==> config.mk <==
export PLATFORM = sky130hd
export DESIGN_NAME = instruction_buffer
export DESIGN_NICKNAME = d
export VERILOG_FILES = /design/src/source/core_pkg.sv /design/src/source/instruction_buffer.sv
export SDC_FILE = /design/constraint.sdc
export NUM_CORES = 2
export LEC_CHECK = 0
export BUFFER_PORTS_ARGS = -buffer_cell sky130_fd_sc_hd__buf_2
export CORE_MARGIN = 2
export CORE_UTILIZATION = 60
export DETAILED_ROUTE_END_ITERATION = 10
export PLACE_DENSITY = 0.8
export SYNTH_ARGS = -nofsm -noshare
export SYNTH_HDL_FRONTEND = slang
export SYNTH_SLANG_ARGS = --single-unit
==> constraint.sdc <==
create_clock -name clk -period 9.1 [get_ports clk]
set_input_delay 1.82 -clock clk [delete_from_list [all_inputs] [get_ports clk]]
set_output_delay 1.82 -clock clk [all_outputs]
set_load 0.005 [all_outputs]
==> src/source/core_pkg.sv <==
package core_pkg;

    // ========================================================================
    // Datapath widths
    // ========================================================================
    localparam int XLEN        = 32;
    localparam int ISSUE_WIDTH = 3;

    // Instruction, address or data word
    typedef logic [XLEN-1:0] word_t;
    // Architectural register index
    typedef logic [4:0]      reg_addr_t;
    // Push and pop counts, 0 to 3
    typedef logic [1:0]      lane_count_t;
    typedef logic [31:0]     perf_count_t;

    // ========================================================================
    // Decode constants
    // ========================================================================
    localparam logic [6:0] OPCODE_OP_IMM = 7'b0010011;
    localparam logic [6:0] OPCODE_OP     = 7'b0110011;
    localparam logic [6:0] OPCODE_LUI    = 7'b0110111;

    // ALU operation, PASS_B forwards the U immediate for LUI
    typedef enum logic [3:0] {
        ALU_ADD,
        ALU_SUB,
        ALU_SLL,
        ALU_SLT,
        ALU_SLTU,
        ALU_XOR,
        ALU_SRL,
        ALU_SRA,
        ALU_OR,
        ALU_AND,
        ALU_PASS_B
    } alu_op_e;

endpackage

==> src/source/instruction_buffer.sv <==
`timescale 1ns/1ns

module instruction_buffer
    import core_pkg::*;
#(
    parameter  int BUFFER_DEPTH = 16,
    localparam int PTR_W        = $clog2(BUFFER_DEPTH),
    localparam int OCC_W        = PTR_W + 1
) (
    input  logic                   clk,
    input  logic                   reset,
    input  logic                   push_valid_i,
    input  word_t                  instr_0_i,
    input  word_t                  instr_1_i,
    input  word_t                  instr_2_i,
    input  word_t                  pc_0_i,
    input  lane_count_t            pop_count_i,
    output logic                   push_ready_o,
    output logic [ISSUE_WIDTH-1:0] head_valid_o,
    output word_t                  head_instr_0_o,
    output word_t                  head_instr_1_o,
    output word_t                  head_instr_2_o,
    output logic [OCC_W-1:0]       occupancy_o
);

    typedef logic [PTR_W-1:0] ptr_t;

    word_t            instr_mem [BUFFER_DEPTH];
    word_t            pc_mem    [BUFFER_DEPTH];
    ptr_t             wr_ptr;
    ptr_t             rd_ptr;
    logic [OCC_W-1:0] count;
    word_t            head_pc;

    // Room for a full group of three
    assign push_ready_o = (count <= OCC_W'(BUFFER_DEPTH - ISSUE_WIDTH));
    assign occupancy_o  = count;

    // Heads are contiguous from lane 0
    assign head_valid_o[0] = (count >= OCC_W'(1));
    assign head_valid_o[1] = (count >= OCC_W'(2));
    assign head_valid_o[2] = (count >= OCC_W'(3));

    assign head_instr_0_o = instr_mem[rd_ptr];
    assign head_instr_1_o = instr_mem[rd_ptr + ptr_t'(1)];
    assign head_instr_2_o = instr_mem[rd_ptr + ptr_t'(2)];
    assign head_pc        = pc_mem[rd_ptr];

    // Entry storage, PCs follow from the first word of the group
    always_ff @(posedge clk) begin
        if (push_valid_i) begin
            instr_mem[wr_ptr]              <= instr_0_i;
            instr_mem[wr_ptr + ptr_t'(1)]  <= instr_1_i;
            instr_mem[wr_ptr + ptr_t'(2)]  <= instr_2_i;
            pc_mem[wr_ptr]                 <= pc_0_i;
            pc_mem[wr_ptr + ptr_t'(1)]     <= pc_0_i + 32'd4;
            pc_mem[wr_ptr + ptr_t'(2)]     <= pc_0_i + 32'd8;
        end
    end

    // Pointers wrap on the power-of-two depth
    always_ff @(posedge clk or negedge reset) begin
        if (!reset) begin
            wr_ptr <= '0;
            rd_ptr <= '0;
            count  <= '0;
        end else begin
            if (push_valid_i) begin
                wr_ptr <= wr_ptr + ptr_t'(3);
            end
            rd_ptr <= rd_ptr + ptr_t'(pop_count_i);
            count  <= count + (push_valid_i ? OCC_W'(3) : '0) - OCC_W'(pop_count_i);
        end
    end

    a_push_when_ready: assert property (@(posedge clk) disable iff (!reset)
        push_valid_i |-> push_ready_o);

    a_pop_in_range: assert property (@(posedge clk) disable iff (!reset)
        OCC_W'(pop_count_i) <= count);

    // Entries leave in program order, one word apart
    a_head_pc_order: assert property (@(posedge clk) disable iff (!reset)
        (pop_count_i != 2'd0) && (count > OCC_W'(pop_count_i))
        |=> head_pc == $past(head_pc + (word_t'(pop_count_i) << 2)));

endmodule

==> flow_summary.json <==
{
  "syn_area_mm2": 0.0392,
  "finalSetupViolCount": 0,
  "nNetsFinal": 3458,
  "cpPeakStageDelay_ns": 0.96,
  "start_kind": "flop",
  "postCtsHoldBufs": 0,
  "worst-path-buf-inv": 3,
  "p_per_area_mw_per_mm2": 415,
  "ys_seq_elements": 525,
  "critical_path.top_delay_family": "buffers and inverters",
  "final-hold-violation-count": 0,
  "crit_path_max_fanout": 52,
  "gp_congestion": 0.868,
  "grt_pass1_vias": 32500,
  "layout-drive-gt1-share": 0.240,
  "synth_top_cell_area_share": 0.392,
  "coreArea_mm2": 0.0646,
  "power_mw": 17.5,
  "drcViolationCount": 0,
  "crit_slowest_cell": "xor2_4",
  "rsz0062_at_grt": "no",
  "cts_tree": "yes",
  "clock_latency_ns": 0.64,
  "syn-num-nets": 3559,
  "power.leakage_nw": 15.2,
  "io_pins": 238,
  "cts_root_buf": "clkbuf_16",
  "grt.total_usage": 0.398,
  "overflow": 0,
  "final.setup.tns_ns": 0,
  "synthTopCellsByArea": "edfxtp_1 39%, mux4_2 22%, mux2i_1 13%",
  "cts.clk_slew.worst_paths_ns": 0.06,
  "cts_resized": 0,
  "critPathKind": "flop to output port",
  "avgSynthCellArea_um2": 11.5,
  "path_cells": "buf_4 -> ha_4 -> nand2_1 -> xor2_4 -> buf_4 -> a211oi_1 -> a31oi_1 -> buf_2",
  "antenna_found_initial": 13,
  "post_cts_buffers": 0,
  "max_freq_mhz": 148,
  "seq_area_frac_synth": 0.400,
  "slew_violations": 0,
  "clock_skew_ns": 0.0143,
  "die_y_um": 260,
  "syn_to_final_growth_pct": 7.80,
  "grt_pass1_wl_um": 198000,
  "dp_hpwl_um": 73400,
  "vias_per_cell": 7.71,
  "dieArea_mm2": 0.0674,
  "critPathArrivalTime_ns": 4.96,
  "slew-limit-headroom": 0.138,
  "vias": 32500,
  "cts_buffers": 58,
  "yosysWarnings": 0,
  "synth_cell_type_count": 43,
  "status": "completed",
  "io_buffers": 205,
  "firstDrtPassIters": 8,
  "period_share": 0.745,
  "mostFrequentLayoutCells": "517 x mux2i_1, 512 x edfxtp_1, 380 x mux4_2, 364 x nand2_1, 288 x nor2_1",
  "cap_violations": 0,
  "wl_per_cell_um": 32.0,
  "worst_pin_slew_ns": 1.29,
  "worstHoldPathType": "flop to flop",
  "drt-initial-drc-count": 5683,
  "clock_path_buffers": 3,
  "layout_commonest_cell": "mux2i_1",
  "fp-row-count": 93,
  "cp.required_ns": 7.28,
  "htree_levels": 2,
  "grt_max_degree": 87,
  "wirelength_um": 135000,
  "post-route-min-period_ns": 6.78,
  "die_width_um": 260,
  "synthesis.instances": 3402,
  "synth_largest_area_cell": "edfxtp_1",
  "clkSinkCount": 525,
  "start_util": 0.607,
  "endpoint_kind": "output port",
  "ant_nets": 0,
  "peakVddDrop_v": 0.000485,
  "path_common_cell": "buf_4"
}
Yosys cell counts, drive strengths merged:
cell type and number:
mux4 380, buf 136, xnor2 8, o2111ai 4
a211oi 34, o22ai 58, nor2 289, o21bai 1
nand2 370, o21ai 257, a22oi 64, a211o 8
a21o 2, nor2b 10, dfrtp 13, o311ai 4
a31oi 37, nand3 17, clkbuf 297, xor2 9
ha 21, o211ai 9, edfxtp 512, and3b 1
nor4 8, inv 19, nand2b 4, a21boi 1
fa 3, a21oi 261, mux2i 517, nor3 8
and2 39, nand4 1
cell type report:
type	count	area, um^2
clock inverters	41	384
clock buffers	66	1500
inverters	19	71.3
flip-flops and latches	525	15700
well taps	855	1070
fillers	4533	22300
diodes	14	35.0
repair buffers	272	1540
multi-input cells	2425	22000
report_power, final:
group | switching, mW | total [mW] | internal (mW)
combinational | 6.37 | 10.7 | 4.35
sequential | 0.594 | 4.40 | 3.81
clock | 1.04 | 2.42 | 1.38
flip-flops by register name, indices dropped and copies added, names as in the netlist:
name,cells
instr_mem,512
occupancy_o,5
rd_ptr,4
wr_ptr,4
metal layers:
layer / global-route usage / vias to the layer above / share of wire
met5: 0 / - / 0.00033
met4: 0.282 / 8 / 0.080
met3: 0.129 / 830 / 0.17
met2: 0.598 / 3312 / 0.44
met1: 0.489 / 15500 / 0.31
li1: - / 12900 / -
path summary, 6_finish.rpt:
kind | from | end | slack [ns] | cells after the start
max | rd_ptr[1]$_DFF_PN0_ | head_instr_1_o[7] | 2.32 | 8
min reg2reg | wr_ptr[0]$_DFFE_PN0P_ | wr_ptr[0]$_DFFE_PN0P_ | 0.68 | 1
max in group asynchronous | reset | rd_ptr[1]$_DFF_PN0_ | 7.70 | 1
min | wr_ptr[0]$_DFFE_PN0P_ | wr_ptr[0]$_DFFE_PN0P_ | 0.68 | 1
max reg2reg | wr_ptr[2]$_DFFE_PN0P_ | instr_mem[2][9]$_DFFE_PP_ | 4.60 | 4
min in group asynchronous | reset | occupancy_o[1]$_DFF_PN0_ | 1.09 | 1
through the flow:
step           instances   util  area, um^2  worst slack (ns)  hold slack [ns]
5_1_grt             4210  0.654       42200              2.38            0.744
2_1_floorplan       3402      -       39200              2.78            0.492
6_report            4217  0.654       42300              2.32            0.685
3_5_place_dp        4096  0.625       40300              3.20            0.682
3_3_place_gp        4096  0.625       40300              3.36            0.659
4_1_cts             4203  0.654       42200              2.53            0.694
logic make-up (layout without fill, tap and decap cells):
family                     count (synthesis)  in the layout  synth area share
xor gates and xnor gates                  17             17           0.00447
adders and majority gates                 24             24           0.00823
and+or+nand+nor                          747            747            0.0795
AOI/OAI and AO/OA                        740            740             0.107
DFF                                      525            525             0.400
other                                      0             14                 0
muxes                                    897            897             0.350
buffers and inverters                    452            398            0.0497
(Power assumes the default switching activity.)
