--- config.mk ---
export PLATFORM = sky130hd
export DESIGN_NAME = issue_decode
export DESIGN_NICKNAME = d
export VERILOG_FILES = /design/src/source/core_pkg.sv /design/src/source/issue_decode.sv
export SDC_FILE = /design/constraint.sdc
export NUM_CORES = 1
export LEC_CHECK = 0
export BUFFER_PORTS_ARGS = -buffer_cell sky130_fd_sc_hd__buf_2
export CORE_AREA = 5 5 100 102
export DETAILED_ROUTE_END_ITERATION = 6
export DIE_AREA = 0 0 105 107
export GPL_TIMING_DRIVEN = 0
export PLACE_DENSITY = 0.71
export SYNTH_ARGS = -nofsm -noshare
export SYNTH_HDL_FRONTEND = slang
export SYNTH_SLANG_ARGS = --single-unit
--- constraint.sdc ---
create_clock -name vclk -period 6
set_input_delay 1.2 -clock vclk [all_inputs]
set_output_delay 1.2 -clock vclk [all_outputs]
set_load 0.05 [all_outputs]
--- src/source/core_pkg.sv ---
package core_pkg;

    // ========================================================================
    // Datapath widths
    // ========================================================================
    localparam int XLEN        = 32;
    localparam int ISSUE_WIDTH = 3;

    // Instruction, address or data word
    typedef logic [XLEN-1:0] word_t;
    // Architectural register index
    typedef logic [4:0]      reg_addr_t;
    // Push and pop counts, 0 to 3
    typedef logic [1:0]      lane_count_t;
    typedef logic [31:0]     perf_count_t;

    // ========================================================================
    // Decode constants
    // ========================================================================
    localparam logic [6:0] OPCODE_OP_IMM = 7'b0010011;
    localparam logic [6:0] OPCODE_OP     = 7'b0110011;
    localparam logic [6:0] OPCODE_LUI    = 7'b0110111;

    // ALU operation, PASS_B forwards the U immediate for LUI
    typedef enum logic [3:0] {
        ALU_ADD,
        ALU_SUB,
        ALU_SLL,
        ALU_SLT,
        ALU_SLTU,
        ALU_XOR,
        ALU_SRL,
        ALU_SRA,
        ALU_OR,
        ALU_AND,
        ALU_PASS_B
    } alu_op_e;

endpackage

--- src/source/issue_decode.sv ---
`timescale 1ns/1ns

module issue_decode
    import core_pkg::*;
(
    input  logic [ISSUE_WIDTH-1:0] head_valid_i,
    input  word_t                  head_instr_0_i,
    input  word_t                  head_instr_1_i,
    input  word_t                  head_instr_2_i,
    output lane_count_t            pop_count_o,
    output reg_addr_t              rs1_0_o, rs2_0_o,
    output reg_addr_t              rs1_1_o, rs2_1_o,
    output reg_addr_t              rs1_2_o, rs2_2_o,
    output logic [ISSUE_WIDTH-1:0] issue_valid_o,
    output reg_addr_t              rd_0_o, rd_1_o, rd_2_o,
    output logic [ISSUE_WIDTH-1:0] reg_write_o,
    output alu_op_e                alu_op_0_o, alu_op_1_o, alu_op_2_o,
    output logic [ISSUE_WIDTH-1:0] use_imm_o,
    output word_t                  imm_0_o, imm_1_o, imm_2_o
);

    word_t                  instr [ISSUE_WIDTH];
    reg_addr_t              rs1   [ISSUE_WIDTH];
    reg_addr_t              rs2   [ISSUE_WIDTH];
    reg_addr_t              rd    [ISSUE_WIDTH];
    alu_op_e                alu_op[ISSUE_WIDTH];
    word_t                  imm   [ISSUE_WIDTH];
    logic [ISSUE_WIDTH-1:0] writes;
    logic [ISSUE_WIDTH-1:0] hazard;

    // funct3 picks the operation, bit 30 splits SUB and SRA
    function automatic alu_op_e decode_op(word_t ins);
        if (ins[6:0] == OPCODE_LUI) begin
            return ALU_PASS_B;
        end
        case (ins[14:12])
            3'b000:  return (ins[6:0] == OPCODE_OP && ins[30]) ? ALU_SUB : ALU_ADD;
            3'b001:  return ALU_SLL;
            3'b010:  return ALU_SLT;
            3'b011:  return ALU_SLTU;
            3'b100:  return ALU_XOR;
            3'b101:  return ins[30] ? ALU_SRA : ALU_SRL;
            3'b110:  return ALU_OR;
            default: return ALU_AND;
        endcase
    endfunction

    assign instr[0] = head_instr_0_i;
    assign instr[1] = head_instr_1_i;
    assign instr[2] = head_instr_2_i;

    // ========================================================================
    // Per-lane field decode
    // ========================================================================
    always_comb begin
        for (int k = 0; k < ISSUE_WIDTH; k++) begin
            rs1[k]       = instr[k][19:15];
            rs2[k]       = instr[k][24:20];
            rd[k]        = instr[k][11:7];
            alu_op[k]    = decode_op(instr[k]);
            use_imm_o[k] = (instr[k][6:0] != OPCODE_OP);
            // U immediate for LUI, sign-extended I immediate otherwise
            imm[k] = (instr[k][6:0] == OPCODE_LUI) ? {instr[k][31:12], 12'b0}
                                                  : {{20{instr[k][31]}}, instr[k][31:20]};
            // Unsupported opcodes and rd=0 retire without a write
            writes[k] = (rd[k] != '0) && ((instr[k][6:0] == OPCODE_OP_IMM) ||
                        (instr[k][6:0] == OPCODE_OP) || (instr[k][6:0] == OPCODE_LUI));
        end
    end

    // ========================================================================
    // Intra-group dependencies against earlier nonzero rd
    // ========================================================================
    always_comb begin
        hazard = '0;
        for (int k = 1; k < ISSUE_WIDTH; k++) begin
            for (int j = 0; j < k; j++) begin
                if (rd[j] != '0 && (rs1[k] == rd[j] || rs2[k] == rd[j] ||
                                    (rd[k] != '0 && rd[k] == rd[j]))) begin
                    hazard[k] = 1'b1;
                end
            end
        end
    end

    // In-order group stops at the first blocked lane
    assign issue_valid_o[0] = head_valid_i[0];
    assign issue_valid_o[1] = issue_valid_o[0] && head_valid_i[1] && !hazard[1];
    assign issue_valid_o[2] = issue_valid_o[1] && head_valid_i[2] && !hazard[2];
    assign reg_write_o      = issue_valid_o & writes;
    assign pop_count_o      = lane_count_t'(issue_valid_o[0]) + lane_count_t'(issue_valid_o[1])
                            + lane_count_t'(issue_valid_o[2]);

    assign rs1_0_o = rs1[0];
    assign rs2_0_o = rs2[0];
    assign rs1_1_o = rs1[1];
    assign rs2_1_o = rs2[1];
    assign rs1_2_o = rs1[2];
    assign rs2_2_o = rs2[2];
    assign rd_0_o  = rd[0];
    assign rd_1_o  = rd[1];
    assign rd_2_o  = rd[2];
    assign alu_op_0_o = alu_op[0];
    assign alu_op_1_o = alu_op[1];
    assign alu_op_2_o = alu_op[2];
    assign imm_0_o = imm[0];
    assign imm_1_o = imm[1];
    assign imm_2_o = imm[2];

    // Pop count relies on a gap-free group
    always_comb begin
        a_issue_contiguous: assert (issue_valid_o inside {3'b000, 3'b001, 3'b011, 3'b111});
    end

endmodule

==> summary.md <==
| Metric | Value |
|---|---|
| Outcome | `finished clean` |
| Post-cts resize count | `0` |
| RSZ-0062 raised after global routing | `false` |
| First-pass GRT wire length | `15700 um` |
| Area contributors post-synth | `a21o_1, buf_4, nor2b_1, xnor2_1, xor2_1` |
| Critical path peak fanout | `7` |
| Slew margin rel. | `68.6%` |
| Initial Util | `23.7%` |
| Final ANT Viol Nets | `0` |
| DR vias/cell | `4.57` |
| GPL Wtd Cong | `0.943` |
| Sequential area share after synthesis | `0%` |
| Post-synth top area share | `20.0%` |
| Setup TNS | `0 ns` |
| Post-route minimum period | `4.99 ns` |
| Share of layout cells above drive strength 1 | `55.6%` |
| # DRC | `0` |
| Final-layout clock buffer total | `0` |
| Gr ovfl total | `0` |
| Critical Path AT | `3.79 ns` |
| Initial antenna violation count | `0` |
| Hpwl dp | `9170 um` |
| Num rows | `35` |
| Post-synth cell types | `41` |
| DRT Wirelength | `10300 um` |
| Req. time, crit path | `4.80 ns` |
| Post-Syn Area | `2140 sq um` |
| Fin. max-slew vios | `0` |
| Hold path depth | `2` |
| Cell Pwr Density | `128 nW/um^2` |
| Critical path launch point type | `input port` |
| Number of sequential cells | `0` |
| Final core occ | `39.3%` |
| Die Ht | `107 um` |
| PortBufs | `253` |
| Die area | `11200 sq um` |
| Critical path class | `in2out` |
| CORE AREA | `9020 sq um` |
| Synth warn | `0` |
| Vias in the first global route | `3238` |
| Area post-placement | `3540 sq um` |
| Die width | `105 um` |
| Final instance area | `3540 sq um` |
| Hold Buf Count CTS | `0` |
| Crit share post-route | `83.1%` |
| Leakage power | `2.17 nW` |
| Setup repair bufs after CTS | `0` |
| ANT cells | `0` |
| P&R area growth vs syn | `65.7%` |
| Total power | `0.000453 W` |
| Worst Tran Pin Value | `0.471 ns` |
| Critical path endpoint category | `primary output` |
| Total Routing Usage GR | `16.4%` |
| Mapped Cells | `317` |
| Syn avg cell area | `6.74 sq um` |
| VDD IR max | `0.0602 mV` |
| Final nets | `672` |
| Largest net degree at the start of global routing | `11` |
| Post-synth net total | `417` |
| Hold Violations, Final | `0` |
| Initial DRC Count | `144` |
| Routed len/inst | `15.2 um` |
| Max_cap viols | `0` |
| Post-synth top area cell | `a21o_1` |
| FF/Latch Area | `0 sq um` |
| Final setup violation count | `0` |
| Worst hold path class | `in2out` |
| Fillcell total | `961` |
| Top-level I/O count | `263` |
| Max Freq | `201 MHz` |
| DR pass1 iterations | `4` |
| DR vias | `3111` |
layout by cell type, fill, tap and decap left out, types with 2 or more instances in the layout:
cell type / count
or4_1: 2
nand4b_1: 2
clkbuf_1: 18
a2111oi_0: 2
buf_4: 50
o21ai_0: 6
nor4_1: 5
nor2_1: 13
buf_1: 2
a311oi_1: 2
a21o_1: 57
a211o_1: 3
nand2_1: 13
mux2_2: 2
xor2_1: 21
nand3_1: 8
inv_1: 7
buf_2: 260
a21oi_1: 2
nand2b_1: 4
xnor2_1: 24
nor2b_1: 40
nor3_1: 9
critical path: stages:
cell and delay, ns:
buf_2 0.18, or4_1 0.53, nor2_2 0.25, o21ai_1 0.22, or4_1 0.62, fa_1 0.47
inv_1 0.06, buf_2 0.25
through the flow:
| stage | worst slack [ns] | cells | hold WS, ns |
|---|---|---|---|
| finish | 1.01 | 681 | 2.70 |
| global route | 0.873 | 681 | 2.71 |
| CTS | 0.965 | 681 | 2.70 |
| detailed placement | 0.965 | 681 | 2.70 |
| global placement | 0.985 | 681 | 2.70 |
| floorplan | 0.645 | 317 | 2.57 |
report_power, final:
| group | total (W) | switching (W) | internal [W] |
|---|---|---|---|
| sequential | 0 | 0 | 0 |
| combinational | 0.000453 | 0.000323 | 0.000130 |
| clock | 0 | 0 | 0 |
cell type report:
cell class         instances  area, sq um  area share [%]
repair buffers           253         1270            35.7
plain buffers             77          485            13.7
well taps                111          139            3.92
inverters                  7         26.3           0.742
multi-input cells        233         1630            45.9
final timing paths:
check,to,start,slack [ns]
hold / removal,rd_1_o[4],head_instr_1_i[11],2.70
setup / recovery,pop_count_o[0],head_instr_0_i[9],1.01
per-layer routing:
metal / up-vias / track usage (%) / wire [um]
met5: - / 0 / 0
met4: 0 / 1.37 / 38
met3: 4 / 3.37 / 906
met2: 171 / 32.6 / 5460
met1: 1405 / 18.4 / 3930
li1: 1531 / - / -
Yosys cell counts (all sizes together):
library cell  instances
a2111oi               2
a211o                 3
a211oi                1
a21o                 57
a21oi                 2
a311oi                2
a32oi                 1
a41oi                 1
and3                  1
and4                  1
and4b                 1
buf                  59
clkbuf               18
fa                    1
inv                   7
mux2                  2
nand2                13
nand2b                4
nand3                 8
nand4                 1
nand4b                2
nor2                 15
nor2b                40
nor3                  9
nor3b                 1
nor4                  5
nor4bb                1
o21ai                 7
o32ai                 1
or2                   1
or3                   1
or3b                  1
or4                   3
xnor2                24
xor2                 21
kinds of logic after synthesis:
| group | Yosys count | share of synthesized area (%) |
|---|---|---|
| simple gates | 108 | 29.0 |
| buf+inv | 84 | 23.9 |
| compound gates | 77 | 26.6 |
| xor+xnor | 45 | 18.4 |
| mux | 2 | 1.05 |
| fa+ha+maj | 1 | 0.937 |
(Power assumes the default switching activity.)
