### config.mk
export PLATFORM = sky130hd
export DESIGN_NAME = perf_counters
export DESIGN_NICKNAME = d
export VERILOG_FILES = /design/src/source/core_pkg.sv /design/src/source/perf_counters.sv
export SDC_FILE = /design/constraint.sdc
export NUM_CORES = 1
export LEC_CHECK = 0
export BUFFER_PORTS_ARGS = -buffer_cell sky130_fd_sc_hd__buf_4
export CAP_MARGIN = 20
export CELL_PAD_IN_SITES_DETAIL_PLACEMENT = 0
export CELL_PAD_IN_SITES_GLOBAL_PLACEMENT = 1
export CORE_MARGIN = 2
export CORE_UTILIZATION = 45
export CTS_BUF_LIST = sky130_fd_sc_hd__clkbuf_8 sky130_fd_sc_hd__clkbuf_16
export CTS_CLUSTER_SIZE = 28
export DETAILED_ROUTE_END_ITERATION = 10
export GPL_ROUTABILITY_DRIVEN = 0
export PLACE_DENSITY = 0.95
export SLEW_MARGIN = 20
export SYNTH_ARGS = -nofsm -noshare
export SYNTH_HDL_FRONTEND = slang
export SYNTH_SLANG_ARGS = --single-unit
### constraint.sdc
create_clock -name clk -period 4.7 [get_ports clk]
set_input_delay 0.47 -clock clk [delete_from_list [all_inputs] [get_ports clk]]
set_output_delay 0.47 -clock clk [all_outputs]
set_load 0.02 [all_outputs]
### src/source/core_pkg.sv
package core_pkg;

    // ========================================================================
    // Datapath widths
    // ========================================================================
    localparam int XLEN        = 32;
    localparam int ISSUE_WIDTH = 3;

    // Instruction, address or data word
    typedef logic [XLEN-1:0] word_t;
    // Architectural register index
    typedef logic [4:0]      reg_addr_t;
    // Push and pop counts, 0 to 3
    typedef logic [1:0]      lane_count_t;
    typedef logic [31:0]     perf_count_t;

    // ========================================================================
    // Decode constants
    // ========================================================================
    localparam logic [6:0] OPCODE_OP_IMM = 7'b0010011;
    localparam logic [6:0] OPCODE_OP     = 7'b0110011;
    localparam logic [6:0] OPCODE_LUI    = 7'b0110111;

    // ALU operation, PASS_B forwards the U immediate for LUI
    typedef enum logic [3:0] {
        ALU_ADD,
        ALU_SUB,
        ALU_SLL,
        ALU_SLT,
        ALU_SLTU,
        ALU_XOR,
        ALU_SRL,
        ALU_SRA,
        ALU_OR,
        ALU_AND,
        ALU_PASS_B
    } alu_op_e;

endpackage

### src/source/perf_counters.sv
`timescale 1ns/1ns

module perf_counters
    import core_pkg::*;
(
    input  logic        clk,
    input  logic        reset,
    input  logic        push_valid_i,
    input  logic        push_ready_i,
    input  lane_count_t pop_count_i,
    output perf_count_t perf_cycles_o,
    output perf_count_t perf_fetched_o,
    output perf_count_t perf_retired_o,
    output perf_count_t perf_buffer_stalls_o
);

    // Same edges as the buffer, so fetched = retired + occupancy
    always_ff @(posedge clk or negedge reset) begin
        if (!reset) begin
            perf_cycles_o        <= '0;
            perf_fetched_o       <= '0;
            perf_retired_o       <= '0;
            perf_buffer_stalls_o <= '0;
        end else begin
            perf_cycles_o  <= perf_cycles_o + 32'd1;
            perf_retired_o <= perf_retired_o + perf_count_t'(pop_count_i);
            if (push_valid_i) begin
                perf_fetched_o <= perf_fetched_o + 32'd3;
            end
            // Fetch held back by a nearly full buffer
            if (!push_ready_i) begin
                perf_buffer_stalls_o <= perf_buffer_stalls_o + 32'd1;
            end
        end
    end

endmodule

==> run metrics, run 1 <==
WS Path Type=register to register; GRT Total Usage=19.3%; Design Area, Final=7590 um^2; Layout Nets=667; crit path from=perf_retired_o[0]$_DFF_PN0_; Yosys top cell by area=dfrtp_1; Worst EP arrival=about 2.6 ns; Max-cap violations=0; Synth Area per Inst=roughly 11 um^2; crit path buf inv count=1; via/cell ratio=about 5.3; Inserted Clock Buffers=17; Tcrit/Tclk final=approximately 47%; Max VDD drop=448 uV; largest net degree at the start of global routing=63; top cells by area, synth=dfrtp_1 55%, xnor2_1 12%, xor2_1 6.1%, nand4_1 4.9%, nand2_1 2.6%; die width=118 um; vias in the first global route=4,418; TNS Setup=0 ns; crit path max-delay cell type=fa_1; Routed WL=12,700 um; Clk pin slew, worst setup/hold paths=0.06 ns; Post-CTS Hold Buffers=0; Slew Limit Fails=0; DRC=0; Post-CTS Setup Bufs=0; P per Cell Area=406 nW/um^2; final hold vios=0; PostCTS Resize Cnt=0; starting DRC count in detailed routing=around 300; core outline area=12,700 um^2; Die ar.=13,900 um^2; remaining antenna violation count=0; Worst path top cell family by delay=simple AND/OR/NAND/NOR gates; mapped cell area=5850 um^2; gr ovfl total=0; Worst-Margin Slew=0.915 ns; cell with the most instances after synthesis=dfrtp_1; Synth cell types=34; Yosys warning count=0; vias=roughly 4,400; ant diodes=0; Starting Density=46.1%; dominant synthesized flop cell=dfrtp_1; min-delay worst type=input port to async pin; Pre-antenna DRT Iters=4; # IOs=between 100 and 150; leakage=3.70 nW; top post-synthesis cells by count=128 x dfrtp_1, 81 x xnor2_1, 46 x nand4_1; Worst slew margin=38.4%; Critical Path Max Stage Delay=0.41 ns; maximum clock insertion buffer count=2; fmax=449 MHz; top cell type's share of synthesized area=approximately 55%; share of flip-flops with an asynchronous set or reset=100%; Syn Nets=522; clk sinks=128; RSZ-0062 raised after global routing=false; initial antenna violation count=0; #FFs+latches synth=128; Crit Path Max Fanout=6; H-tree depth=4; clock skew=roughly 0.0075 ns; global-route wire length before repair=between 20,000 and 25,000 um; proportion of layout cells with a drive suffix above 1=26.6%; IO Port Bufs=133; clock root cell=clkbuf_16; Post-DP Area=7030 um^2; CTS tree=yes; CP Capture Type=register; min Tclk post-route=2.23 ns; crit-path cells=ha_1, inv_1, fa_1, and4b_1, nand4_1, nor4_2, xor2_1; Seq/Total Area, Yosys=54.8%; per-cell routed wire length=15.1 um; fill count=1,077; DP Wirelength=9130 um; Mapped Cells=between 500 and 600; row count=41; worst skew pair latency=0.41 ns; Finish-stage setup viols=0; Area Overhead vs Synth=29.8%; Worst Setup Start Kind=register; status=complete, no violations; EDFF count, synth=0; FF-to-FF Start=perf_retired_o[0]$_DFF_PN0_; CP required=between 5 and 6 ns; Die Y=between 100 and 150 um
==> flip-flops by register name (all words and copies together) (netlist names) <==
name,cells
perf_retired_o,32
perf_cycles_o,32
perf_fetched_o,32
perf_buffer_stalls_o,32
==> kinds of logic (layout without fill, tap and decap cells) <==
kind of cell | Yosys count | count (layout) | synth area share, %
and+or+nand+nor | 224 | 224 | 23.1
DFF | 128 | 128 | 54.8
xor gates and xnor gates | 122 | 122 | 18.3
buffers and inverters | 26 | 184 | 1.86
adders and majority gates | 6 | 6 | 1.41
AOI/OAI and AO/OA | 2 | 2 | 0.214
muxes | 2 | 2 | 0.364
==> power breakdown <==
group | leakage [nW] | switching, W | internal [W]
logic | 1.70 | 0.000294 | 0.000230
registers | 1.70 | 0.000127 | 0.00121
clock network | 0.299 | 0.000453 | 0.000768
total | 3.70 | 0.000875 | 0.00220
==> metal layers <==
| layer | wire length (um) | GRT usage, % | vias to the layer above |
|---|---|---|---|
| met5 | 0 | 0 | - |
| met4 | 236 | 8.28 | 0 |
| met3 | 622 | 5.81 | 19 |
| met2 | 6010 | 30.2 | 118 |
| met1 | 5840 | 24.9 | 2207 |
| li1 | - | - | 2093 |
==> area by class of cell <==
class / instances / area (um^2) / share of cell area (%)
inverters: 16 / 60.1 / 0.792
multi-input cells: 356 / 2530 / 33.4
clock buffers: 21 / 480 / 6.33
flip-flops and latches: 128 / 3200 / 42.2
repair buffers: 136 / 1020 / 13.5
clock inverters: 11 / 73.8 / 0.973
well taps: 172 / 215 / 2.84
==> placed cells by master (no fill, tap or decap), types with 19 or more instances in the layout <==
cell and instances:
buf_4 136, dfrtp_1 128, xnor2_1 81, nand4_1 46, xor2_1 41, nand2_1 40
nand3_1 29, inv_1 21, nor2_1 19
==> worst paths after layout <==
kind / slack, ns / cells after the start / to
hold / removal: 0.14 / 1 / perf_cycles_o[20]$_DFF_PN0_
hold reg to reg: 0.47 / 1 / perf_cycles_o[31]$_DFF_PN0_
max in group asynchronous: 3.54 / 2 / perf_fetched_o[26]$_DFFE_PN0P_
min in group clk: 0.27 / 2 / perf_buffer_stalls_o[0]$_DFFE_PN0N_
setup / recovery: 2.47 / 7 / perf_retired_o[28]$_DFF_PN0_
setup reg to reg: 2.47 / 7 / perf_retired_o[28]$_DFF_PN0_
==> stage by stage <==
stage	hold WS (ns)	worst slack [ns]	power, W	cells	util, %
2_1_floorplan	0.174	2.59	0.00163	510	-
3_3_place_gp	0.461	2.37	0.00186	808	55.5
3_5_place_dp	0.458	2.30	0.00188	808	55.5
4_1_cts	0.168	2.48	0.00311	840	59.9
5_1_grt	0.194	2.27	0.00324	840	59.9
6_report	0.136	2.47	0.00308	840	59.9
Power figures use the tool's default switching activity.
==> run 2, diff against run 1 <==
--- a/config.mk
+++ b/config.mk
@@ -10,12 +10,12 @@
 export CELL_PAD_IN_SITES_DETAIL_PLACEMENT = 0
 export CELL_PAD_IN_SITES_GLOBAL_PLACEMENT = 1
 export CORE_MARGIN = 2
-export CORE_UTILIZATION = 45
+export CORE_UTILIZATION = 38
 export CTS_BUF_LIST = sky130_fd_sc_hd__clkbuf_8 sky130_fd_sc_hd__clkbuf_16
 export CTS_CLUSTER_SIZE = 28
 export DETAILED_ROUTE_END_ITERATION = 10
 export GPL_ROUTABILITY_DRIVEN = 0
-export PLACE_DENSITY = 0.95
+export PLACE_DENSITY = 0.88
 export SLEW_MARGIN = 20
 export SYNTH_ARGS = -nofsm -noshare
 export SYNTH_HDL_FRONTEND = slang
==> constraint.sdc (replaced) <==
create_clock -name clk -period 1.85 [get_ports clk]
set_input_delay 0.185 -clock clk [delete_from_list [all_inputs] [get_ports clk]]
set_output_delay 0.185 -clock clk [all_outputs]
set_load 0.02 [all_outputs]
==> run metrics, run 2 (synthesis gave the netlist of run 1 again) <==
die width=128 um; Critical Path Max Stage Delay=0.37 ns; Final Util=between 50 and 60%; clk sinks=128; fill count=between 1,000 and 1,500; Max VDD drop=around 670 uV; clock skew=0.00520 ns; global routing usage on met1=22.7%; Finish-stage setup viols=13; commonest non-fill, non-tap cell in the layout=buf_4; vias in the first global route=approximately 4,600; Slew Limit Fails=0; GRT met3 Usage=5.51%; status=finished, violations left; core outline area=approximately 15,000 um^2; Max-cap violations=0; GRT Total Usage=18.1%; # IOs=between 100 and 150; P per Cell Area=1030 nW/um^2; Tcrit/Tclk final=107%; violated checks=negative setup slack; Die ar.=around 16,000 um^2; CTS tree=yes; hold slack final=0.189 ns; Worst Setup Start Kind=register; DP Wirelength=roughly 10,000 um; final hold vios=0; largest net degree at the start of global routing=54; row count=45; clock root cell=clkbuf_16; Worst-Margin Slew=0.463 ns; WS Path Type=register to register; CP required=roughly 2.2 ns; proportion of layout cells with a drive suffix above 1=34.4%; Starting Density=38.7%; starting DRC count in detailed routing=258; Area Overhead vs Synth=41.2%; CP Capture Type=register; gr ovfl total=0; maximum clock insertion buffer count=2; Layout Nets=709; min-delay worst type=input port to async pin; crit-path cells=ha_4, inv_2, fa_2, and4b_2, nand4_1, buf_6, buf_4, nor2_2, xnor2_1; multi-input logic area=2750 um^2; via/cell ratio=5.12; DRC=0; crit path max-delay cell type=dfrtp_2; remaining antenna violation count=0; vias=about 4,600; Worst slew margin=69.0%; Worst EP arrival=2.32 ns; Routed WL=14,400 um; global-route wire length before repair=23,400 um; Die Y=128 um; Inserted Clock Buffers=17; leakage=between 4 and 5 nW; TNS Setup=-0.861 ns; Clk pin slew, worst setup/hold paths=0.05 ns; ant diodes=0; most frequent cells in the layout=168 x buf_4, 125 x dfrtp_1, 80 x xnor2_1; worst setup margin=-0.132 ns; IO Port Bufs=133; FF+latch area=between 3000 and 4000 um^2; Pre-antenna DRT Iters=4; initial antenna violation count=0; fmax=approximately 500 MHz; H-tree depth=4; RSZ-0062 raised after global routing=true; worst skew pair latency=0.42 ns; min Tclk post-route=1.98 ns; Crit Path Max Fanout=4; R2R Setup Slk=-0.13 ns; per-cell routed wire length=16.0 um; met2 global-route usage=between 20% and 30%; GR peak layer=met2
==> run 2: cell types whose count changed in the layout (fill, tap and decap cells not counted), moves of 4 or more <==
cell and change:
buf_4 +32, nor4_4 +9, nor4_2 -6, nor3_1 -5
nor3_2 +5, dlygate4sd3_1 +4, inv_1 -4
==> run 2: path summary, 6_finish.rpt <==
path | startpoint | end | cells after the start
max | perf_retired_o[0]$_DFF_PN0_ | perf_retired_o[16]$_DFF_PN0_ | 9
min | reset | perf_cycles_o[11]$_DFF_PN0_ | 2
max reg2reg | perf_retired_o[0]$_DFF_PN0_ | perf_retired_o[16]$_DFF_PN0_ | 9
min reg2reg | perf_fetched_o[31]$_DFFE_PN0P_ | perf_fetched_o[31]$_DFFE_PN0P_ | 1
max in group asynchronous | reset | perf_buffer_stalls_o[15]$_DFFE_PN0N_ | 3
min in group clk | pop_count_i[1] | perf_retired_o[1]$_DFF_PN0_ | 4
==> run 2: where the power goes <==
| group | switching, W | internal (W) | leakage, nW |
|---|---|---|---|
| Sequential | 0.000297 | 0.00307 | 1.70 |
| Combinational | 0.000879 | 0.000793 | 2.04 |
| Clock | 0.00120 | 0.00230 | 0.315 |
==> run 2: layer usage <==
| metal | part of all wire, % | vias up |
|---|---|---|
| met4 | 1.5 | 0 |
| met2 | 50 | 107 |
| met1 | 43 | 2314 |
| met5 | 0 | - |
| li1 | - | 2160 |
| met3 | 5.4 | 16 |
==> run 2: worst max-delay path: cells and delay by family (launching register included) <==
family,cells,cell delay [ns]
xor+xnor,1,0.12
simple gates,3,0.59
buf+inv,3,0.36
fa+ha+maj,2,0.46
flops,1,0.37
==> run 2: per-stage QoR <==
step | total power, W | area (um^2) | std cells | setup WS [ns]
3_3_place_gp | 0.00485 | 7340 | 851 | -0.109
6_report | 0.00854 | 8260 | 898 | -0.132
5_1_grt | 0.00891 | 8260 | 898 | -0.239
2_1_floorplan | 0.00417 | 5910 | 510 | -0.232
4_1_cts | 0.00853 | 8100 | 893 | -0.112
3_5_place_dp | 0.00491 | 7340 | 851 | -0.169
==> run 2: cell type report <==
type                            instances  area share, %
Clock buffer                           19           5.49
Tap cell                              188           2.85
Clock inverter                         13           2.05
Multi-Input combinational cell        357           33.3
Inverter                               16          0.727
Timing Repair Buffer                  177           16.8
Sequential cell                       128           38.8
==> run 2: timing repair <==
| action | CTS | global route |
|---|---|---|
| hold endpoints to repair | 104 | 0 |
| cloned | 1 | 0 |
| gates resized for setup | 10 | 20 |
| endpoints found under the setup margin | 18 | 36 |
| buffers inserted | 5 | 5 |
| pin swaps | 10 | 11 |
| hold buffers | 4 | 0 |
