==> config.mk <==
export PLATFORM = sky130hd
export DESIGN_NAME = alu_lane
export DESIGN_NICKNAME = d
export VERILOG_FILES = /design/src/source/core_pkg.sv /design/src/source/alu_lane.sv
export SDC_FILE = /design/constraint.sdc
export NUM_CORES = 1
export LEC_CHECK = 0
export BUFFER_PORTS_ARGS = -buffer_cell sky130_fd_sc_hd__buf_2
export CORE_ASPECT_RATIO = 2
export CORE_MARGIN = 1
export CORE_UTILIZATION = 60
export DETAILED_ROUTE_END_ITERATION = 7
export PLACE_DENSITY = 0.9
export SYNTH_ARGS = -nofsm -noshare
export SYNTH_HDL_FRONTEND = slang
export SYNTH_SLANG_ARGS = --single-unit
export TNS_END_PERCENT = 20
==> constraint.sdc <==
create_clock -name vclk -period 4.6
set_input_delay 0.23 -clock vclk [all_inputs]
set_output_delay 0.23 -clock vclk [all_outputs]
set_load 0.02 [all_outputs]
==> src/source/core_pkg.sv <==
package core_pkg;

    // ========================================================================
    // Datapath widths
    // ========================================================================
    localparam int XLEN        = 32;
    localparam int ISSUE_WIDTH = 3;

    // Instruction, address or data word
    typedef logic [XLEN-1:0] word_t;
    // Architectural register index
    typedef logic [4:0]      reg_addr_t;
    // Push and pop counts, 0 to 3
    typedef logic [1:0]      lane_count_t;
    typedef logic [31:0]     perf_count_t;

    // ========================================================================
    // Decode constants
    // ========================================================================
    localparam logic [6:0] OPCODE_OP_IMM = 7'b0010011;
    localparam logic [6:0] OPCODE_OP     = 7'b0110011;
    localparam logic [6:0] OPCODE_LUI    = 7'b0110111;

    // ALU operation, PASS_B forwards the U immediate for LUI
    typedef enum logic [3:0] {
        ALU_ADD,
        ALU_SUB,
        ALU_SLL,
        ALU_SLT,
        ALU_SLTU,
        ALU_XOR,
        ALU_SRL,
        ALU_SRA,
        ALU_OR,
        ALU_AND,
        ALU_PASS_B
    } alu_op_e;

endpackage

==> src/source/alu_lane.sv <==
`timescale 1ns/1ns

module alu_lane
    import core_pkg::*;
(
    input  alu_op_e op_i,
    input  word_t   rs1_data_i,
    input  word_t   rs2_data_i,
    input  word_t   imm_i,
    input  logic    use_imm_i,
    output word_t   result_o
);

    word_t      op_b;
    logic [4:0] shamt;

    // Second operand, immediate for OP-IMM and LUI
    assign op_b  = use_imm_i ? imm_i : rs2_data_i;
    assign shamt = op_b[4:0];

    always_comb begin
        case (op_i)
            ALU_ADD:  result_o = rs1_data_i + op_b;
            ALU_SUB:  result_o = rs1_data_i - op_b;
            ALU_SLL:  result_o = rs1_data_i << shamt;
            ALU_SLT:  result_o = word_t'($signed(rs1_data_i) < $signed(op_b));
            ALU_SLTU: result_o = word_t'(rs1_data_i < op_b);
            ALU_XOR:  result_o = rs1_data_i ^ op_b;
            ALU_SRL:  result_o = rs1_data_i >> shamt;
            // Arithmetic shift keeps the sign
            ALU_SRA:  result_o = word_t'($signed(rs1_data_i) >>> shamt);
            ALU_OR:   result_o = rs1_data_i | op_b;
            ALU_AND:  result_o = rs1_data_i & op_b;
            default:  result_o = op_b;
        endcase
    end

endmodule

==> results of run 1 <==
## synth_stat cells (all sizes together), types with 8 or more instances
library cell,instances,area [um^2]
ha,101,1260
a221o,11,110
a31oi,25,156
mux2,14,158
o31ai,8,70.1
mux2i,129,1370
or2,8,50.1
o21ai,96,480
a221oi,32,280
a32oi,9,78.8
a211oi,39,310
o221ai,14,123
inv,100,380
buf,60,373
o21bai,10,75.1
nor2b,13,81.3
mux4,17,383
nor4,9,62.6
nor2,136,510
nand4,11,68.8
a21o,21,158
o211ai,23,178
xnor2,21,184
nand2,148,556
nand3,27,135
o21a,8,60.1
nand2b,10,62.6
o22ai,11,68.8
nor3,43,240
a21oi,132,664
clkbuf,50,188
a211o,10,87.6
and3,9,56.3
## metrics by stage
| stage | setup slack, ns | cells | utilization (%) | instance area (um^2) | hold slack (ns) |
|---|---|---|---|---|---|
| after floorplan | 0.299 | 1444 | - | 9840 | 0.860 |
| after global placement | 0.341 | 1723 | 66.8 | 10600 | 0.978 |
| after detailed placement | 0.298 | 1723 | 66.8 | 10600 | 0.989 |
| after CTS | 0.273 | 1723 | 66.8 | 10600 | 0.991 |
## layer usage
metal | overflow | GRT usage, %
met4 | 4 | 60.7
met1 | 0 | 63.1
met3 | 0 | 29.8
met2 | 2 | 88.1
met5 | 0 | 2.78
## cells by family after synthesis
group	count (synthesis)	synth area share (%)
AO/OA/AOI/OAI	509	35.2
buffers and inverters	210	9.56
multiplexers	160	19.5
AND/OR/NAND/NOR	438	20.4
adder cells (fa/ha/maj)	103	13.3
XOR/XNOR	24	2.14
==> metrics, run 1 <==
Rows 65; I/O pin cnt roughly 130; largest net degree at the start of global routing 63; number of port buffers roughly 130; chip width around 90 um; # hold bufs at CTS 0; status did not finish; Avg Synthesized Cell Area 6.81 um^2; error message [ERROR GRT-0116] Global routing finished with congestion. Check the congestion regions in the DRC Viewer.; Ys Warns 0; PostCTS Resize Cnt 0; Initial Util 61.7%; post-synthesis sequential area ratio 0%; Final HPWL DP between 30 and 40 mm; All-Layer GR Usage 61.5%; die height 183 um; Fail Step 5_1_grt; grt total ovfl 6; number of global-route vias before repair ~13000; Mapped Nets 1648; Cell variety after synth 90; # Post-CTS Setup Buffers 0; gate count after technology mapping 1444; first-pass GRT wire length about 78 mm; RD Place Congestion ~1.2; Post-Syn Area between 9000 and 10000 um^2
==> inputs of run 2 (changes only) <==
- CORE_ASPECT_RATIO: 2 -> not set
- CORE_UTILIZATION: 60 -> 40
- PLACE_DENSITY: 0.9 -> not set
- PLACE_DENSITY_LB_ADDON: not set -> 0.15
==> metrics, run 2 <==
status completed (was did not finish); wire length per cell roughly 28 um; setup TNS 0 ns; hold slack between 0.9 and 1 ns; I/O pin cnt 133 (unchanged); # setup viols final 0; gate count after technology mapping 1444 (unchanged); Final HPWL DP 39.7 mm (was 38.2 mm); top cells by count, synth 148 x nand2_1, 136 x nor2_1, 131 x a21oi_1 (unchanged); max_cap viols 0; final hold viol count 0; Slew HR a little over two fifths; Worst Setup Slack, final 0.252 ns; number of remaining DRC errors 0; PostCTS Resize Cnt 0 (unchanged); critical path arrival 4.12 ns; Max Clock Freq ~0.23 GHz; Post-Syn Area 9840 um^2 (unchanged); Filler Cell Count approximately 2600; chip width 159 um (was 92.5 um); fin cells around 1800; static leakage ~5 nW; Avg Synthesized Cell Area 6.81 um^2 (unchanged); DP Worst Slack 0.373 ns (was 0.298 ns); most frequent cells in the layout 148 x nand2_1, 136 x nor2_1, 133 x buf_2; period utilization a little over nine tenths; vias post-DR 12361; # hold bufs at CTS 0 (unchanged); number of global-route vias before repair roughly 12000; layout cell share with drive strength beyond 1 approximately 17%; TritonRoute pass-1 iters 5; post-route ant nets 0; Layout Nets 1728; vias per std cell approximately 6.7; RD Place Congestion 1.07 (was 1.23); Post-Route WL around 50 mm; die height 159 um (was 183 um); commonest non-fill, non-tap cell in the layout nand2_1; RSZ-0062 raised after global routing false; placed cells 1846 (was 1723); All-Layer GR Usage between 30% and 40%; Mapped Nets 1648 (unchanged); Pins Over Slew Limit 0; min cycle time layout 4.35 ns; top cells by area, synth ha_1 13%, mux2i_1 12%, a21oi_1 6.7% (unchanged); Die Footprint 25200 um^2; leading area contributor after synthesis ha_1 (unchanged); number of port buffers 133 (unchanged); Cell variety after synth 90 (unchanged); Rows 57 (was 65); clock buffers 0; largest net degree at the start of global routing approximately 70; initial antenna violation count 1; total chip power around 1.8 mW; most common cell in the netlist nand2_1 (unchanged); post-synthesis sequential area ratio 0% (unchanged); Startpoint Class primary input; Storage cell area 0 um^2; # Post-CTS Setup Buffers 0 (unchanged); n_diodes 0; PwrDens approximately 160 nW/um^2; FF+latch count 0; DR iter-0 viols 1430; critical path class primary input to output pin; grt total ovfl 0; worst-path fanout max 22; Slew @ Worst Pin ~0.87 ns; first-pass GRT wire length around 76 mm; Worst Setup End Kind output pin; Area Growth Syn to Fin 10.5%; area of the multi-input gates around 9000 um^2; top-area cell type share of the netlist area 12.8% (unchanged); worst vdd ir approximately 0.077 mV; Ys Warns 0 (unchanged); Initial Util 40.6% (was 61.7%); Hold Crit Class primary input to output pin; core footprint about 24000 um^2; Worst EP required between 4 and 5 ns
run 2: cell counts after synthesis:
Identical to the previous run, type by type.
run 2: layer usage:
| metal | routed length, um | GRT usage (%) | up-vias |
|---|---|---|---|
| met1 | 20600 | 50.5 | 5847 |
| li1 | - | - | 5552 |
| met2 | 21900 | 60.8 | 795 |
| met5 | 19 | 0 | - |
| met3 | 4840 | 6.24 | 165 |
| met4 | 3640 | 23.5 | 2 |
run 2: metrics by stage:
step | utilization (%) | instance area [um^2]
detailed placement | 44.8 | 10900
global placement | 44.8 | 10900
finish | 44.8 | 10900
global route | 44.8 | 10900
floorplan | - | 9840
CTS | 44.8 | 10900
run 2: path summary, 6_finish.rpt:
| check | startpoint | endpoint | slack (ns) | depth (start not counted) |
|---|---|---|---|---|
| worst max-delay path | use_imm_i | result_o[29] | 0.25 | 14 |
| worst min-delay path | rs2_data_i[8] | result_o[8] | 0.96 | 4 |
run 2: worst max-delay path, cell delays in order:
cell and delay, ns:
buf_2 0.10, buf_12 0.22, mux2i_1 0.48, ha_1 0.49, and4b_1 0.32, a221oi_1 0.32, o221ai_1 0.16, a31oi_1 0.33
o21ai_0 0.26, a21oi_1 0.40, nor4_1 0.11, o32ai_1 0.35, nand3_1 0.12, buf_2 0.17
run 2: final cells by class:
cell class                      instances  area share (%)
Multi-Input combinational cell       1234            82.3
Timing Repair Buffer                  188            10.5
Inverter                              100            3.50
Tap cell                              324            3.73
run 2: report_power, final:
| part | switching [mW] | total (mW) | internal (mW) |
|---|---|---|---|
| Sequential | 0 | 0 | 0 |
| Combinational | 1.15 | 1.76 | 0.607 |
| Clock | 0 | 0 | 0 |
| Total | 1.15 | 1.76 | 0.607 |
run 2: kinds of logic after synthesis:
group,Yosys count,share of synthesized area (%)
buf+inv,210,9.56
simple gates,438,20.4
fa+ha+maj,103,13.3
xor+xnor,24,2.14
mux,160,19.5
compound gates,509,35.2
Power figures use the tool's default switching activity.
==> inputs of run 3 (changes only) <==
- CORE_MARGIN: 1 -> 1.5
- RECOVER_POWER: not set -> 25
==> metrics, run 3 (synthesized netlist as in run 2, its figures left out) <==
DR iter-0 viols 1467 (was 1430); PwrDens 163 nW/um^2 (was 162 nW/um^2); RSZ-0062 raised after global routing false (unchanged); most frequent cells in the layout 148 x nand2_1, 136 x nor2_1, 133 x buf_2 (unchanged); min cycle time layout 4.43 ns (was 4.35 ns); Slew HR 28.3% (was 41.7%); core footprint 24200 um^2 (unchanged); grt total ovfl 0 (unchanged); Final HPWL DP 41.0 mm (was 39.7 mm); post-route ant nets 0 (unchanged); chip width 160 um (was 159 um); wire length per cell 28.0 um (was 27.6 um); I/O pin cnt 133 (unchanged); setup TNS 0 ns (unchanged); met1 Use GR 52.4% (was 50.5%); fin cells 1849 (was 1846); # hold bufs at CTS 0 (unchanged); number of remaining DRC errors 0 (unchanged); Rows 57 (unchanged); Die Footprint 25500 um^2 (was 25200 um^2); clock buffers 0 (unchanged); die height 160 um (was 159 um); Hold Crit Class primary input to output pin (unchanged); Worst Setup End Kind output pin (unchanged); Initial Util 40.6% (unchanged); n_diodes 0 (unchanged); grt met2 use 62.1% (was 60.8%); period utilization 96.3% (was 94.5%); Slew @ Worst Pin 1.07 ns (was 0.871 ns); first-pass GRT wire length 76.2 mm (was 75.7 mm); vias post-DR 12381 (was 12361); FF+latch count 0 (unchanged); static leakage 4.91 nW (was 4.90 nW); Startpoint Class primary input (unchanged); max_cap viols 0 (unchanged); placed cells 1849 (was 1846); Pins Over Slew Limit 0 (unchanged); worst-path fanout max 47 (was 22); All-Layer GR Usage 39.1% (about the same); RD Place Congestion 1.05 (was 1.07); number of global-route vias before repair 11560 (was 11534); initial antenna violation count 0 (was 1); worst vdd ir 0.0896 mV (was 0.0767 mV); Area Growth Syn to Fin 10.4% (was 10.5%); vias per std cell 6.70 (about the same); Storage cell area 0 um^2 (unchanged); critical path arrival 4.20 ns (was 4.12 ns); # setup viols final 0 (unchanged); layout cell share with drive strength beyond 1 17.0% (about the same); final hold viol count 0 (unchanged); Worst EP required 4.37 ns (about the same); status completed (unchanged); TritonRoute pass-1 iters 5 (unchanged); Max Clock Freq 0.226 GHz (was 0.230 GHz); largest net degree at the start of global routing 60 (was 69); Post-Route WL 51.8 mm (was 51.0 mm); Layout Nets 1731 (was 1728); met3 Usage GRT 4.29% (was 6.24%); commonest non-fill, non-tap cell in the layout nand2_1 (unchanged); number of port buffers 133 (unchanged); critical path class primary input to output pin (unchanged); gr busiest metal met2 (unchanged)
[run 3: layer usage]
layer	part of all wire, %	up-vias
li1	-	5580
met1	42	5862
met2	43	791
met3	8.7	148
met4	6.2	0
met5	0	-
[run 3: path summary, 6_finish.rpt]
| check | start | to | slack (ns) | cells after the start |
|---|---|---|---|---|
| min | rs2_data_i[8] | result_o[8] | 0.95 | 4 |
| max | use_imm_i | result_o[27] | 0.17 | 12 |
[run 3: final cells by class]
class	count	area, um^2
inverter	100	380
timing repair buffer	191	1150
multi-input combinational	1234	8920
fill	2602	13400
tap	324	405
[run 3: worst max-delay path, cell delays in order]
cell and delay, ns:
buf_2 0.22, buf_12 0.21, mux2i_4 0.45, clkbuf_4 0.68
mux2i_1 0.35, mux2i_1 0.14, mux2i_1 0.45, nor2_1 0.13
nor4_2 0.75, and4b_1 0.31, nor3_1 0.06, buf_2 0.15
[run 3: power breakdown]
group	internal (mW)	leakage [nW]	switching, mW
registers	0	0	0
clock network	0	0	0
logic	0.608	4.91	1.17
total	0.608	4.91	1.17
[run 3: per-stage QoR]
step           area, um^2  utilization (%)  setup WS (ns)  hold WS, ns  power [mW]
3_5_place_dp        10900             44.9          0.296        0.947        1.72
5_1_grt             10900             44.8         0.0445        0.996        1.88
4_1_cts             10900             44.9          0.300        0.952        1.73
6_report            10900             44.8          0.170        0.947        1.77
2_1_floorplan        9840                -          0.299        0.860        1.14
3_3_place_gp        10900             44.9          0.283        0.950        1.72
[run 3: timing repair]
item	CTS	global route
setup endpoints to repair	0	2
setup buffers	0	0
resized for setup	0	1
==> inputs of run 4 (changes only) <==
- GPL_TIMING_DRIVEN: not set -> 0
==> metrics, run 4 (synthesized netlist as in run 2, its figures left out) <==
status finished with violations (was completed); failing checks max-capacitance violations, max-slew violations; met1 Use GR 57.7% (was 52.4%); min cycle time layout 4.57 ns (was 4.43 ns); Initial Util 40.6% (unchanged); grt met2 use 68.5% (was 62.1%); critical path class primary input to output pin (unchanged); number of global-route vias before repair 12459 (was 11560); largest net degree at the start of global routing 29 (was 60); Layout Nets 1776 (was 1731); Slew @ Worst Pin 1.60 ns (was 1.07 ns); DR iter-0 viols 1930 (was 1467); Worst Setup Slack, final 0.0278 ns (was 0.170 ns); Slew HR -7.28% (was 28.3%); Startpoint Class primary input (unchanged); post-route ant nets 0 (unchanged); Final HPWL DP 47.8 mm (was 41.0 mm); Hold Crit Class primary input to output pin (unchanged); initial antenna violation count 1 (was 0); Worst Setup End Kind output pin (unchanged); wire length per cell 31.2 um (was 28.0 um); Max Clock Freq 0.219 GHz (was 0.226 GHz); Storage cell area 0 um^2 (unchanged); Worst EP required 4.37 ns (about the same); RSZ-0062 raised after global routing true (was false); number of port buffers 129 (was 133); chip width 160 um (unchanged); commonest non-fill, non-tap cell in the layout buf_2 (was nand2_1); # setup viols final 0 (unchanged); final hold viol count 0 (unchanged); met3 Usage GRT 11.4% (was 4.29%); TritonRoute pass-1 iters 5 (unchanged); DP Worst Slack -1.13 ns (was 0.296 ns); Area Growth Syn to Fin 12.7% (was 10.4%); first-pass GRT wire length 84.4 mm (was 76.2 mm); number of remaining DRC errors 0 (unchanged); RD Place Congestion 1.07 (was 1.05); Die Footprint 25500 um^2 (unchanged); die height 160 um (unchanged); period utilization 99.4% (was 96.3%); Post-Route WL 59.1 mm (was 51.8 mm); Rows 57 (unchanged); most frequent cells in the layout 153 x buf_2, 148 x nand2_1, 135 x nor2_1 (was 148 x nand2_1, 136 x nor2_1, 133 x buf_2); core footprint 24200 um^2 (unchanged); layout cell share with drive strength beyond 1 17.5% (was 17.0%); All-Layer GR Usage 44.6% (was 39.1%); vias per std cell 6.90 (was 6.70); grt total ovfl 0 (unchanged); FF+latch count 0 (unchanged); I/O pin cnt 133 (unchanged); worst-path fanout max 19 (was 47); vias post-DR 13070 (was 12381); Pins Over Slew Limit 7 (was 0); max_cap viols 1 (was 0); gr busiest metal met2 (unchanged); clock buffers 0 (unchanged); critical path arrival 4.34 ns (was 4.20 ns)
[run 4: per-stage QoR]
stage | TNS (ns) | utilization (%) | hold slack (ns) | instances | instance area [um^2]
3_3_place_gp | -18.30 | 44.9 | 0.982 | 1897 | 10900
5_1_grt | -0.400 | 45.7 | 1.03 | 1894 | 11100
2_1_floorplan | 0 | - | 0.860 | 1444 | 9840
4_1_cts | 0 | 45.4 | 0.977 | 1896 | 11000
3_5_place_dp | -18.26 | 44.9 | 0.972 | 1897 | 10900
6_report | 0 | 45.7 | 0.991 | 1895 | 11100
[run 4: area by class of cell]
| class | instances | area (um^2) |
|---|---|---|
| fill | 2634 | 13200 |
| multi-input combinational | 1234 | 9020 |
| timing repair buffer | 135 | 702 |
| buffer | 101 | 579 |
| tap | 324 | 405 |
| inverter | 100 | 380 |
| antenna | 1 | 2.50 |
[run 4: worst max-delay path, stage by stage]
cell and delay [ns]:
buf_6 0.14, mux2i_4 0.20, inv_1 0.32, buf_8 0.28
buf_4 0.30, ha_1 0.28, inv_1 0.08, fa_1 0.41
nor2b_1 0.22, o31ai_2 0.13, a21oi_2 0.26, o211a_1 0.29
o31ai_4 0.12, a21oi_1 0.19, xnor2_1 0.15, a2111oi_2 0.40
a21oi_1 0.10, buf_2 0.22
[run 4: final timing paths]
path                  cells after the start            to          start  slack [ns]
worst max-delay path                     18  result_o[24]      use_imm_i        0.03
worst min-delay path                      4   result_o[8]  rs2_data_i[8]        0.99
[run 4: timing repair]
item,4_1_cts,5_1_grt
hold buffers,0,0
resized for setup,31,18
setup endpoints to repair,28,17
buffers inserted,5,1
pin swaps,0,2
[run 4: metal layers]
| metal | vias up | wire length, um |
|---|---|---|
| met4 | 0 | 3670 |
| met5 | - | 0 |
| li1 | 5657 | - |
| met3 | 220 | 7360 |
| met2 | 1046 | 24900 |
| met1 | 6147 | 23200 |
